--- config.mk ---
export PLATFORM = sky130hd
export DESIGN_NAME = countdown_display_top
export DESIGN_NICKNAME = d
export VERILOG_FILES = /design/src/rtl/matrix_pkg.sv /design/src/rtl/countdown_display_top.sv /design/src/rtl/matrix_scan.sv /design/src/rtl/frame_latch.sv /design/src/rtl/countdown_seq.sv
export SDC_FILE = /design/constraint.sdc
export NUM_CORES = 1
export LEC_CHECK = 0
export BUFFER_PORTS_ARGS = -buffer_cell sky130_fd_sc_hd__buf_2
export CORE_MARGIN = 10
export CORE_UTILIZATION = 40
export DETAILED_ROUTE_END_ITERATION = 8
export GPL_ROUTABILITY_DRIVEN = 0
export SLEW_MARGIN = 30
export SYNTH_ARGS = -nofsm -noshare
export SYNTH_HDL_FRONTEND = slang
export SYNTH_SLANG_ARGS = --single-unit
export TNS_END_PERCENT = 10
--- constraint.sdc ---
create_clock -name clk -period 2.1 [get_ports clk]
set_input_delay 0.42 -clock clk [delete_from_list [all_inputs] [get_ports clk]]
set_output_delay 0.42 -clock clk [all_outputs]
set_load 0.01 [all_outputs]
--- src/rtl/matrix_pkg.sv ---
`default_nettype none

package matrix_pkg;

    // colour of the current countdown, yellow lights both colour planes
    typedef enum logic [1:0] {
        PH_RED    = 2'd0,
        PH_GREEN  = 2'd1,
        PH_YELLOW = 2'd2
    } phase_t;

    localparam logic [2:0] DIGIT_MAX = 3'd5;

    localparam int ROWS        = 8;
    localparam int ROW_HOLD    = 4;
    localparam int STEP_CYCLES = 64;

    // digit bitmaps, msb is the leftmost column
    // rows 0 and 5 stay dark in every digit
    localparam logic [0:5][0:7][7:0] GLYPH = '{
        '{8'h00, 8'b0011_1100, 8'b0110_0110, 8'b0110_0110,
          8'b0110_0110, 8'h00, 8'b0110_0110, 8'b0011_1100},
        '{8'h00, 8'b0001_1000, 8'b0011_1000, 8'b0001_1000,
          8'b0001_1000, 8'h00, 8'b0001_1000, 8'b0111_1110},
        '{8'h00, 8'b0011_1100, 8'b0110_0110, 8'b0000_0110,
          8'b0000_1100, 8'h00, 8'b0011_0000, 8'b0111_1110},
        '{8'h00, 8'b0011_1100, 8'b0110_0110, 8'b0000_1100,
          8'b0000_0110, 8'h00, 8'b0110_0110, 8'b0011_1100},
        '{8'h00, 8'b0000_1100, 8'b0001_1100, 8'b0011_1100,
          8'b0110_1100, 8'h00, 8'b0111_1110, 8'b0000_1100},
        '{8'h00, 8'b0111_1110, 8'b0110_0000, 8'b0111_1100,
          8'b0000_0110, 8'h00, 8'b0110_0110, 8'b0011_1100}
    };

endpackage

`default_nettype wire
--- src/rtl/countdown_display_top.sv ---
`timescale 1ns/100ps
`default_nettype none

module countdown_display_top (
    input  wire        clk,
    input  wire        rst,
    input  wire        run,
    output logic [7:0] row,
    output logic [7:0] colr,
    output logic [7:0] colg
);

    logic [2:0]         next_digit;
    matrix_pkg::phase_t next_phase;
    logic [2:0]         shown_digit;
    matrix_pkg::phase_t shown_phase;
    logic               frame_start;

    countdown_seq u_seq (
        .clk        (clk),
        .rst        (rst),
        .run        (run),
        .next_digit (next_digit),
        .next_phase (next_phase)
    );

    // holds the digit steady for a whole frame
    frame_latch u_latch (
        .clk         (clk),
        .rst         (rst),
        .frame_start (frame_start),
        .next_digit  (next_digit),
        .next_phase  (next_phase),
        .shown_digit (shown_digit),
        .shown_phase (shown_phase)
    );

    matrix_scan u_scan (
        .clk         (clk),
        .rst         (rst),
        .shown_digit (shown_digit),
        .shown_phase (shown_phase),
        .frame_start (frame_start),
        .row         (row),
        .colr        (colr),
        .colg        (colg)
    );

endmodule

`default_nettype wire

--- src/rtl/matrix_scan.sv ---
`timescale 1ns/100ps
`default_nettype none

module matrix_scan (
    input  wire                 clk,
    input  wire                 rst,
    input  wire [2:0]           shown_digit,
    input  matrix_pkg::phase_t  shown_phase,
    output logic                frame_start,
    output logic [7:0]          row,
    output logic [7:0]          colr,
    output logic [7:0]          colg
);

    localparam int HOLD_W = $clog2(matrix_pkg::ROW_HOLD);
    localparam int ROW_W  = $clog2(matrix_pkg::ROWS);

    logic              active;
    logic [HOLD_W-1:0] hold_cnt;
    logic [ROW_W-1:0]  row_idx;
    logic [ROW_W-1:0]  row_next;
    logic              row_done;
    logic              last_row;
    logic              load;
    logic [7:0]        glyph_row;
    logic              red_on;
    logic              green_on;

    assign row_done = (hold_cnt == HOLD_W'(matrix_pkg::ROW_HOLD - 1));
    assign last_row = (row_idx == ROW_W'(matrix_pkg::ROWS - 1));

    // first row comes up on the first edge out of reset
    assign load = !active || row_done;

    assign frame_start = active && row_done && last_row;

    always_comb
    begin
        if (!active || last_row)
            row_next = '0;
        else
            row_next = row_idx + 1'b1;
    end

    // the latch updates on the same edge that loads row 0, which is
    // dark in every glyph, so the old digit there never shows
    always_comb
    begin
        if (shown_digit > matrix_pkg::DIGIT_MAX)
            glyph_row = 8'h00;
        else
            glyph_row = matrix_pkg::GLYPH[shown_digit][row_next];
    end

    always_comb
    begin
        case (shown_phase)
            matrix_pkg::PH_RED:
            begin
                red_on   = 1'b1;
                green_on = 1'b0;
            end
            matrix_pkg::PH_GREEN:
            begin
                red_on   = 1'b0;
                green_on = 1'b1;
            end
            matrix_pkg::PH_YELLOW:
            begin
                red_on   = 1'b1;
                green_on = 1'b1;
            end
            default:
            begin
                red_on   = 1'b0;
                green_on = 1'b0;
            end
        endcase
    end

    always_ff @(posedge clk or posedge rst)
    begin
        if (rst)
        begin
            active   <= 1'b0;
            hold_cnt <= '0;
            row_idx  <= '0;
            row      <= '0;
            colr     <= '0;
            colg     <= '0;
        end
        else
        begin
            active <= 1'b1;
            if (load)
            begin
                hold_cnt <= '0;
                row_idx  <= row_next;
                row      <= 8'b1 << row_next;
                colr     <= red_on ? glyph_row : 8'h00;
                colg     <= green_on ? glyph_row : 8'h00;
            end
            else
            begin
                hold_cnt <= hold_cnt + 1'b1;
            end
        end
    end

endmodule

`default_nettype wire

--- src/rtl/frame_latch.sv ---
`timescale 1ns/100ps
`default_nettype none

module frame_latch (
    input  wire                 clk,
    input  wire                 rst,
    input  wire                 frame_start,
    input  wire [2:0]           next_digit,
    input  matrix_pkg::phase_t  next_phase,
    output logic [2:0]          shown_digit,
    output matrix_pkg::phase_t  shown_phase
);

    // the producer may step at any cycle, so its values are only
    // taken between frames and the whole matrix shows one digit
    always_ff @(posedge clk or posedge rst)
    begin
        if (rst)
        begin
            shown_digit <= matrix_pkg::DIGIT_MAX;
            shown_phase <= matrix_pkg::PH_RED;
        end
        else if (frame_start)
        begin
            shown_digit <= next_digit;
            shown_phase <= next_phase;
        end
    end

endmodule

`default_nettype wire

--- src/rtl/countdown_seq.sv ---
`timescale 1ns/100ps
`default_nettype none

module countdown_seq (
    input  wire                 clk,
    input  wire                 rst,
    input  wire                 run,
    output logic [2:0]          next_digit,
    output matrix_pkg::phase_t  next_phase
);

    localparam int CNT_W = $clog2(matrix_pkg::STEP_CYCLES);

    logic [CNT_W-1:0] cyc_cnt;
    logic             step;

    function automatic matrix_pkg::phase_t phase_after(input matrix_pkg::phase_t ph);
        matrix_pkg::phase_t nxt;
        case (ph)
            matrix_pkg::PH_RED:    nxt = matrix_pkg::PH_GREEN;
            matrix_pkg::PH_GREEN:  nxt = matrix_pkg::PH_YELLOW;
            default:               nxt = matrix_pkg::PH_RED;
        endcase
        return nxt;
    endfunction

    // last cycle of the current digit
    assign step = run && (cyc_cnt == CNT_W'(matrix_pkg::STEP_CYCLES - 1));

    always_ff @(posedge clk or posedge rst)
    begin
        if (rst)
            cyc_cnt <= '0;
        else if (step)
            cyc_cnt <= '0;
        else if (run)
            cyc_cnt <= cyc_cnt + 1'b1;
    end

    always_ff @(posedge clk or posedge rst)
    begin
        if (rst)
        begin
            next_digit <= matrix_pkg::DIGIT_MAX;
            next_phase <= matrix_pkg::PH_RED;
        end
        else if (step)
        begin
            if (next_digit == 3'd0)
            begin
                // countdown done, start the next colour from the top
                next_digit <= matrix_pkg::DIGIT_MAX;
                next_phase <= phase_after(next_phase);
            end
            else
            begin
                next_digit <= next_digit - 1'b1;
            end
        end
    end

endmodule

`default_nettype wire

==> results.yml, run 1 <==
grt:
  track_usage: 0.120
  antenna_found_initial: 0
  gr-total-overflow: 0
  grt_pass1_vias: 1719
  grt_max_degree: 43
  grt_pass1_wl_mm: 8.67
power_and_ir_drop:
  pwr-share-clk: 0.297
  intPower_w: 0.00129
  combPwrFrac: 0.161
  vdd_drop_max_v: 0.000483
  p_seq_frac: 0.542
  p_sw_w: 0.000503
  p_leak_nw: 1.21
  cellPowerDensity_mw_per_mm2: 699
  switching_share: 0.281
sta:
  fin_crit_ps: 2010
  min_period_over_period: 0.959
  holdWs_ps: 247
  worst_pin_slew_ps: 588
  fin_tns_setup_ps: 0
  rsz0062_at_grt: "false"
  setup_viol: 0
  maxSlewViolCount: 0
  fmax_mhz: 497
  finalHoldViolCount: 0
  clock_skew_ps: 6.12
  slew_headroom: 0.607
logic_synthesis:
  syn-mean-instance-area_um2: 9.74
  yosys_warnings: 0
  synth_edf_count: 0
  netlist.top_cell.by_area: "dfrtp_1"
  syn_inst: 231
  yosysUniqueCellTypes: 50
  async_flop_share: 1.00
  synthTopCellsByArea: "dfrtp_1 42%, ha_1 5.6%, dfstp_2 4.7%"
  netlist_area_mm2: 0.00225
  synth_seq_cells: 42
  synth_top_cell_area_share: 0.423
  synth_seq_area_share: 0.469
  dominantRegCellSynth: "dfrtp_1"
cells_and_area:
  drive_gt1_frac: 0.202
  nets: 270
  final_design_area_no_fill_mm2: 0.00256
  filler_cell_count: 551
  fin_cells: 330
  antenna_cells: 0
  area_growth_syn_to_layout_pct: 13.7
routing:
  drt_pass1_iterations: 4
  detail-route-antenna-nets: 0
  wire_per_inst_um: 15.1
  routed_wl_mm: 4.98
  drt-vias-per-instance: 5.42
  route.detailed.drc: 0
  vias: 1790
  drt_iter0_drc: 164
worst_setup_path:
  critPathRequiredTime_ps: 2290
  endpoint_kind: "flip-flop"
  start_kind: "flip-flop"
  worst-setup-path-type: "reg -> reg"
  cp_max_fo: 6
  critPathArrivalTime_ps: 2200
floorplanning:
  initial_core_util: 0.411
  core_area_mm2: 0.00547
  die_h_um: 95.0
  die_area_mm2: 0.00902
  ioPinCount: 27
  rows: 27
  chipWidth_um: 95.0
run_status:
  run_status: "completed"
clock_network:
  clock_latency_ps: 290
  hold_buffers: 0
  clock-root-buffer: "clkbuf_8"
  cts_sinks: 42
  cts_inserted_buffers: 5
  cts_buffer_depth: 2
  htreeDepth: 2
  cts_resized: 0
  tritoncts: "done"
  cts.clk_slew.worst_paths_ps: 80
  cts_setup_buffers: 0
place:
  placement.io_buffers: 22
  dp.cells: 322
  place_area_mm2: 0.00247
  hpwl_mm: 3.77
hold_path:
  hold_class: "in -> async"
flow_run:
  cap_violations: 0
[cell usage after synthesis, types with 3 or more instances]
| master | count |
|---|---|
| a21oi_1 | 10 |
| a22o_1 | 10 |
| a32o_1 | 4 |
| buf_2 | 5 |
| buf_4 | 5 |
| clkbuf_1 | 6 |
| dfrtp_1 | 38 |
| dfstp_2 | 4 |
| ha_1 | 10 |
| inv_1 | 10 |
| mux2_2 | 4 |
| nand2_1 | 23 |
| nand2b_1 | 9 |
| nand3_1 | 7 |
| nand4_1 | 3 |
| nor2_1 | 14 |
| nor2b_1 | 3 |
| nor3_1 | 4 |
| o211ai_1 | 3 |
| o21ai_0 | 13 |
[worst paths after layout]
kind,slack [ps],cells past startpoint,startpoint,to
worst max-delay path,90,7,u_scan.row_idx[0],u_scan.colg[2]
worst min-delay path,250,3,rst,u_seq.cyc_cnt[4]
worst max register to register,90,7,u_scan.row_idx[0],u_scan.colg[2]
worst min register to register,450,1,u_scan.hold_cnt[0],u_scan.hold_cnt[0]
max in group asynchronous,1490,3,rst,u_seq.next_digit[2]
min in group clk,410,2,run,u_seq.cyc_cnt[0]
[state kept, by name, summed over array words and instances, names as in the netlist, 3 cells and up]
signal / count
u_scan.row: 8
u_scan.colg: 6
u_scan.colr: 6
u_seq.cyc_cnt: 6
u_latch.shown_digit: 3
u_scan.row_idx: 3
u_seq.next_digit: 3
[metal layers]
layer,vias to the layer above,share of wire,global-route usage
li1,875,-,-
met1,838,0.43,0.152
met2,69,0.47,0.186
met3,8,0.076,0.0357
met4,0,0.017,0.0524
met5,-,0,0
[critical path: stages (launching register included)]
cell and delay (ps):
dfrtp_1 380, ha_1 200, ha_1 220, nand3b_2 280, or3_1 340, a21oi_1 170, o22ai_1 120, a22o_1 200
[through the flow]
step / total power, W / setup slack (ps) / utilization
finish: 0.00179 / 86.2 / 0.467
CTS: 0.00182 / 112 / 0.467
floorplan: 0.00118 / 122 / -
global placement: 0.00127 / 147 / 0.451
detailed placement: 0.00128 / 126 / 0.451
global route: 0.00191 / 4.49 / 0.467
[power groups by stage]
stage	Sequential (W)	Combinational [W]	Clock, W
after floorplan	0.000979	0.000203	0
after global placement	0.000982	0.000286	0
after detailed placement	0.000984	0.000292	0
after CTS	0.000970	0.000294	0.000553
after global routing	0.000988	0.000331	0.000594
final	0.000969	0.000289	0.000530
[area by class of cell]
class	instances	area (um^2)	area share
clock inverters	1	5.00	0.00196
well taps	72	90.1	0.0352
multi-input cells	164	1070	0.420
flip-flops and latches	42	1060	0.413
repair buffers	33	205	0.0802
clock buffers	7	86.3	0.0338
inverters	11	41.3	0.0161
[cells by family (layout without fill, tap and decap cells)]
group           Yosys count  after routing  synth area share
flops                    42             42             0.469
buf+inv                  28             52            0.0584
compound gates           63             63             0.197
mux                       6              6            0.0289
xor+xnor                  3              3            0.0117
fa+ha+maj                10             10            0.0556
simple gates             77             77             0.175
other cells               2              5           0.00334
[placed cells by master (no fill, tap or decap), types with 2 or more instances in the layout]
cell type,n
or4_1,2
nand3_1,7
o21ai_0,13
a31oi_1,2
nor2b_1,3
and3_1,2
inv_1,10
nor3b_1,2
buf_4,10
ha_1,10
nand2b_1,9
nor3_1,4
dfstp_2,4
xnor2_1,2
o21ai_1,2
clkbuf_8,6
conb_1,5
mux2i_1,2
buf_2,22
o221ai_1,2
and2_1,2
nand4_1,3
a211oi_1,2
a32o_1,4
o22ai_1,2
a22o_1,10
mux2_2,4
nand2_1,23
a21o_1,2
a311oi_1,2
or3_1,2
nor2_1,14
dfrtp_1,38
o21a_1,2
a21oi_1,10
o211ai_1,3
No activity file was read; power rests on OpenSTA's default activity.
==> run 2: changes to the inputs <==
--- a/config.mk
+++ b/config.mk
@@ -8,10 +8,12 @@
 export BUFFER_PORTS_ARGS = -buffer_cell sky130_fd_sc_hd__buf_2
 export CORE_MARGIN = 10
 export CORE_UTILIZATION = 40
+export CTS_BUF_LIST = sky130_fd_sc_hd__clkbuf_8
 export DETAILED_ROUTE_END_ITERATION = 8
 export GPL_ROUTABILITY_DRIVEN = 0
 export SLEW_MARGIN = 30
 export SYNTH_ARGS = -nofsm -noshare
 export SYNTH_HDL_FRONTEND = slang
+export SYNTH_HIERARCHICAL = 1
 export SYNTH_SLANG_ARGS = --single-unit
 export TNS_END_PERCENT = 10
==> run 2 against run 1 <==
- sequential share of layout area fell by 1.3 points
- first-iteration DRC count decreased by 40%
- fmax is 3.9% higher
- total power increased by 6.6%
- synthesized cell count down 1.7%
- critical path type unchanged
- largest cell class unchanged
==> results.yml, run 2 <==
routing:
  vias: 1752
  drt-vias-per-instance: 5.36
  detail-route-antenna-nets: 0
  wire_per_inst_um: 14.9
  drt_pass1_iterations: 4
  drt_iter0_drc: 99
  route.detailed.drc: 0
  routed_wl_mm: 4.87
worst_setup_path:
  critPathRequiredTime_ps: 2320
  cp_max_fo: 11
  worst-setup-path-type: "reg -> reg"
  rrSetupSlack_ps: 160
  critPathArrivalTime_ps: 2160
  reg2reg_to: "u_scan/colr[1]"
  worstReg2RegStart: "u_scan/row_idx[0]"
  endpoint_kind: "flip-flop"
  ff2ff_path_depth: 6
  start_kind: "flip-flop"
clock_network:
  cts_buffer_depth: 2
  clock_latency_ps: 290
  tritoncts: "done"
  cts_sinks: 42
  cts_inserted_buffers: 5
  htreeDepth: 2
  cts.clk_slew.worst_paths_ps: 80
  clock-root-buffer: "clkbuf_8"
  hold_buffers: 0
cells_and_area:
  largest_reg_flops: 8
  largest_register: "u_scan/row"
  mostFrequentLayoutCells: "38 x dfrtp_1, 29 x nand2_1, 22 x buf_2"
  layout_commonest_cell: "dfrtp_1"
  fin_cells: 327
  antenna_cells: 0
  drive_gt1_frac: 0.263
  nets: 268
  area_growth_syn_to_layout_pct: 12.5
grt:
  gr-total-overflow: 0
  grt_max_degree: 27
  antenna_found_initial: 0
  track_usage: 0.109
  grt_pass1_wl_mm: 8.82
  grt_pass1_vias: 1763
logic_synthesis:
  dominantRegCellSynth: "dfrtp_1"
  yosys_warnings: 6
  syn-mean-instance-area_um2: 10.4
  synth_edf_count: 0
  syn_inst: 227
  synthTopCellsByCount: "38 x dfrtp_1, 29 x nand2_1, 15 x o21ai_1"
  synth_seq_area_share: 0.449
  yosysUniqueCellTypes: 56
  netlist_area_mm2: 0.00235
  synth_top_cell_area_share: 0.405
  netlist.top_cell.by_area: "dfrtp_1"
  async_flop_share: 1.00
  yosysMostFrequentCell: "dfrtp_1"
  synth_seq_cells: 42
  synthTopCellsByArea: "dfrtp_1 40%, ha_1 5.9%, nand2_1 4.6%"
sta:
  min_period_over_period: 0.923
  finalHoldViolCount: 0
  setup_viol: 0
  slew_headroom: 0.664
  setup_slack_ps: 162
  fin_crit_ps: 1940
  rsz0062_at_grt: "false"
  maxSlewViolCount: 0
  fin_tns_setup_ps: 0
  fmax_mhz: 516
  holdWs_ps: 31.2
  clock_skew_ps: 10.5
  worst_pin_slew_ps: 501
place:
  hpwl_mm: 3.63
  placement.io_buffers: 22
  dp.cells: 319
  dp_slack_ps: 78.0
floorplanning:
  die_h_um: 96.6
  initial_core_util: 0.419
  rows: 27
  core_area_mm2: 0.00561
  ioPinCount: 27
  die_area_mm2: 0.00934
  chipWidth_um: 96.6
power_and_ir_drop:
  cellPowerDensity_mw_per_mm2: 722
  vdd_drop_max_v: 0.000358
  p_leak_nw: 1.22
  finalPower_w: 0.00191
hold_path:
  hold_class: "in -> async"
flow_run:
  cap_violations: 0
run_status:
  run_status: "completed"
-- run 2: cell types whose count changed in the layout (fill, tap and decap cells not counted), sizes merged, moves of 3 or more --
cell,previous run,this run
a221oi,0,3
o31ai,0,4
o211ai,3,0
nand2b,9,6
a21oi,10,5
nand3,7,1
nor2b,3,7
mux2,4,9
a22o,10,3
o21ai,16,21
nand2,23,29
-- run 2: timing repair --
action | CTS | global route
buffers inserted | 0 | 0
setup endpoints to repair | 0 | 9
gates resized for setup | 0 | 2
-- run 2: routing by layer --
metal,share of wire,GRT usage,up-vias,routed length [um]
li1,-,-,849,-
met5,0,0,-,0
met2,0.48,0.177,49,2360
met1,0.44,0.136,848,2160
met4,0.012,0.0304,0,59
met3,0.059,0.0312,6,285
-- run 2: how the worst max path moves through the flow --
stage / from / endpoint / cells after the start
6_report: u_scan/row_idx[0] / u_scan/colr[1] / 6
5_1_grt: u_scan/row_idx[0] / u_scan/colr[5] / 8
4_1_cts: u_scan/row_idx[0] / u_scan/colr[1] / 6
3_5_place_dp: u_scan/row_idx[0] / u_scan/colr[1] / 6
3_3_place_gp: u_scan/row_idx[0] / u_scan/colr[1] / 6
2_1_floorplan: u_scan/row_idx[0] / u_scan/colr[5] / 8
-- run 2: report_power, final --
part	switching [W]	internal (W)	total, W
registers	0.0000885	0.000896	0.000984
clock network	0.000271	0.000346	0.000617
logic	0.000170	0.000135	0.000305
-- run 2: critical path, cell delays in order, from the launching register on --
cell and delay [ps]:
dfrtp_1 390, ha_1 200, ha_2 230, or4b_1 560, o221ai_2 230, a221oi_2 120
o21ai_1 140
-- run 2: cell type report --
class / count / area (um^2)
clock buffer: 5 / 68.8
tap: 72 / 90.1
timing repair buffer: 31 / 178
clock inverter: 3 / 37.5
multi-input combinational: 164 / 1170
sequential: 42 / 1060
inverter: 10 / 40.0
fill: 564 / 2970
-- run 2: metrics by stage --
| step | cell area [um^2] | utilization |
|---|---|---|
| finish | 2640 | 0.471 |
| global route | 2640 | 0.471 |
| global placement | 2530 | 0.452 |
| detailed placement | 2530 | 0.452 |
| floorplan | 2360 | - |
| CTS | 2640 | 0.471 |
-- run 2: cell families after synthesis --
group | count (synthesis) | share of synthesized area
AO/OA/AOI/OAI | 56 | 0.182
adder cells (fa/ha/maj) | 11 | 0.0586
flip-flops | 42 | 0.449
buffers and inverters | 24 | 0.0580
XOR/XNOR | 5 | 0.0186
multiplexers | 10 | 0.0474
other | 2 | 0.00320
AND/OR/NAND/NOR | 77 | 0.183
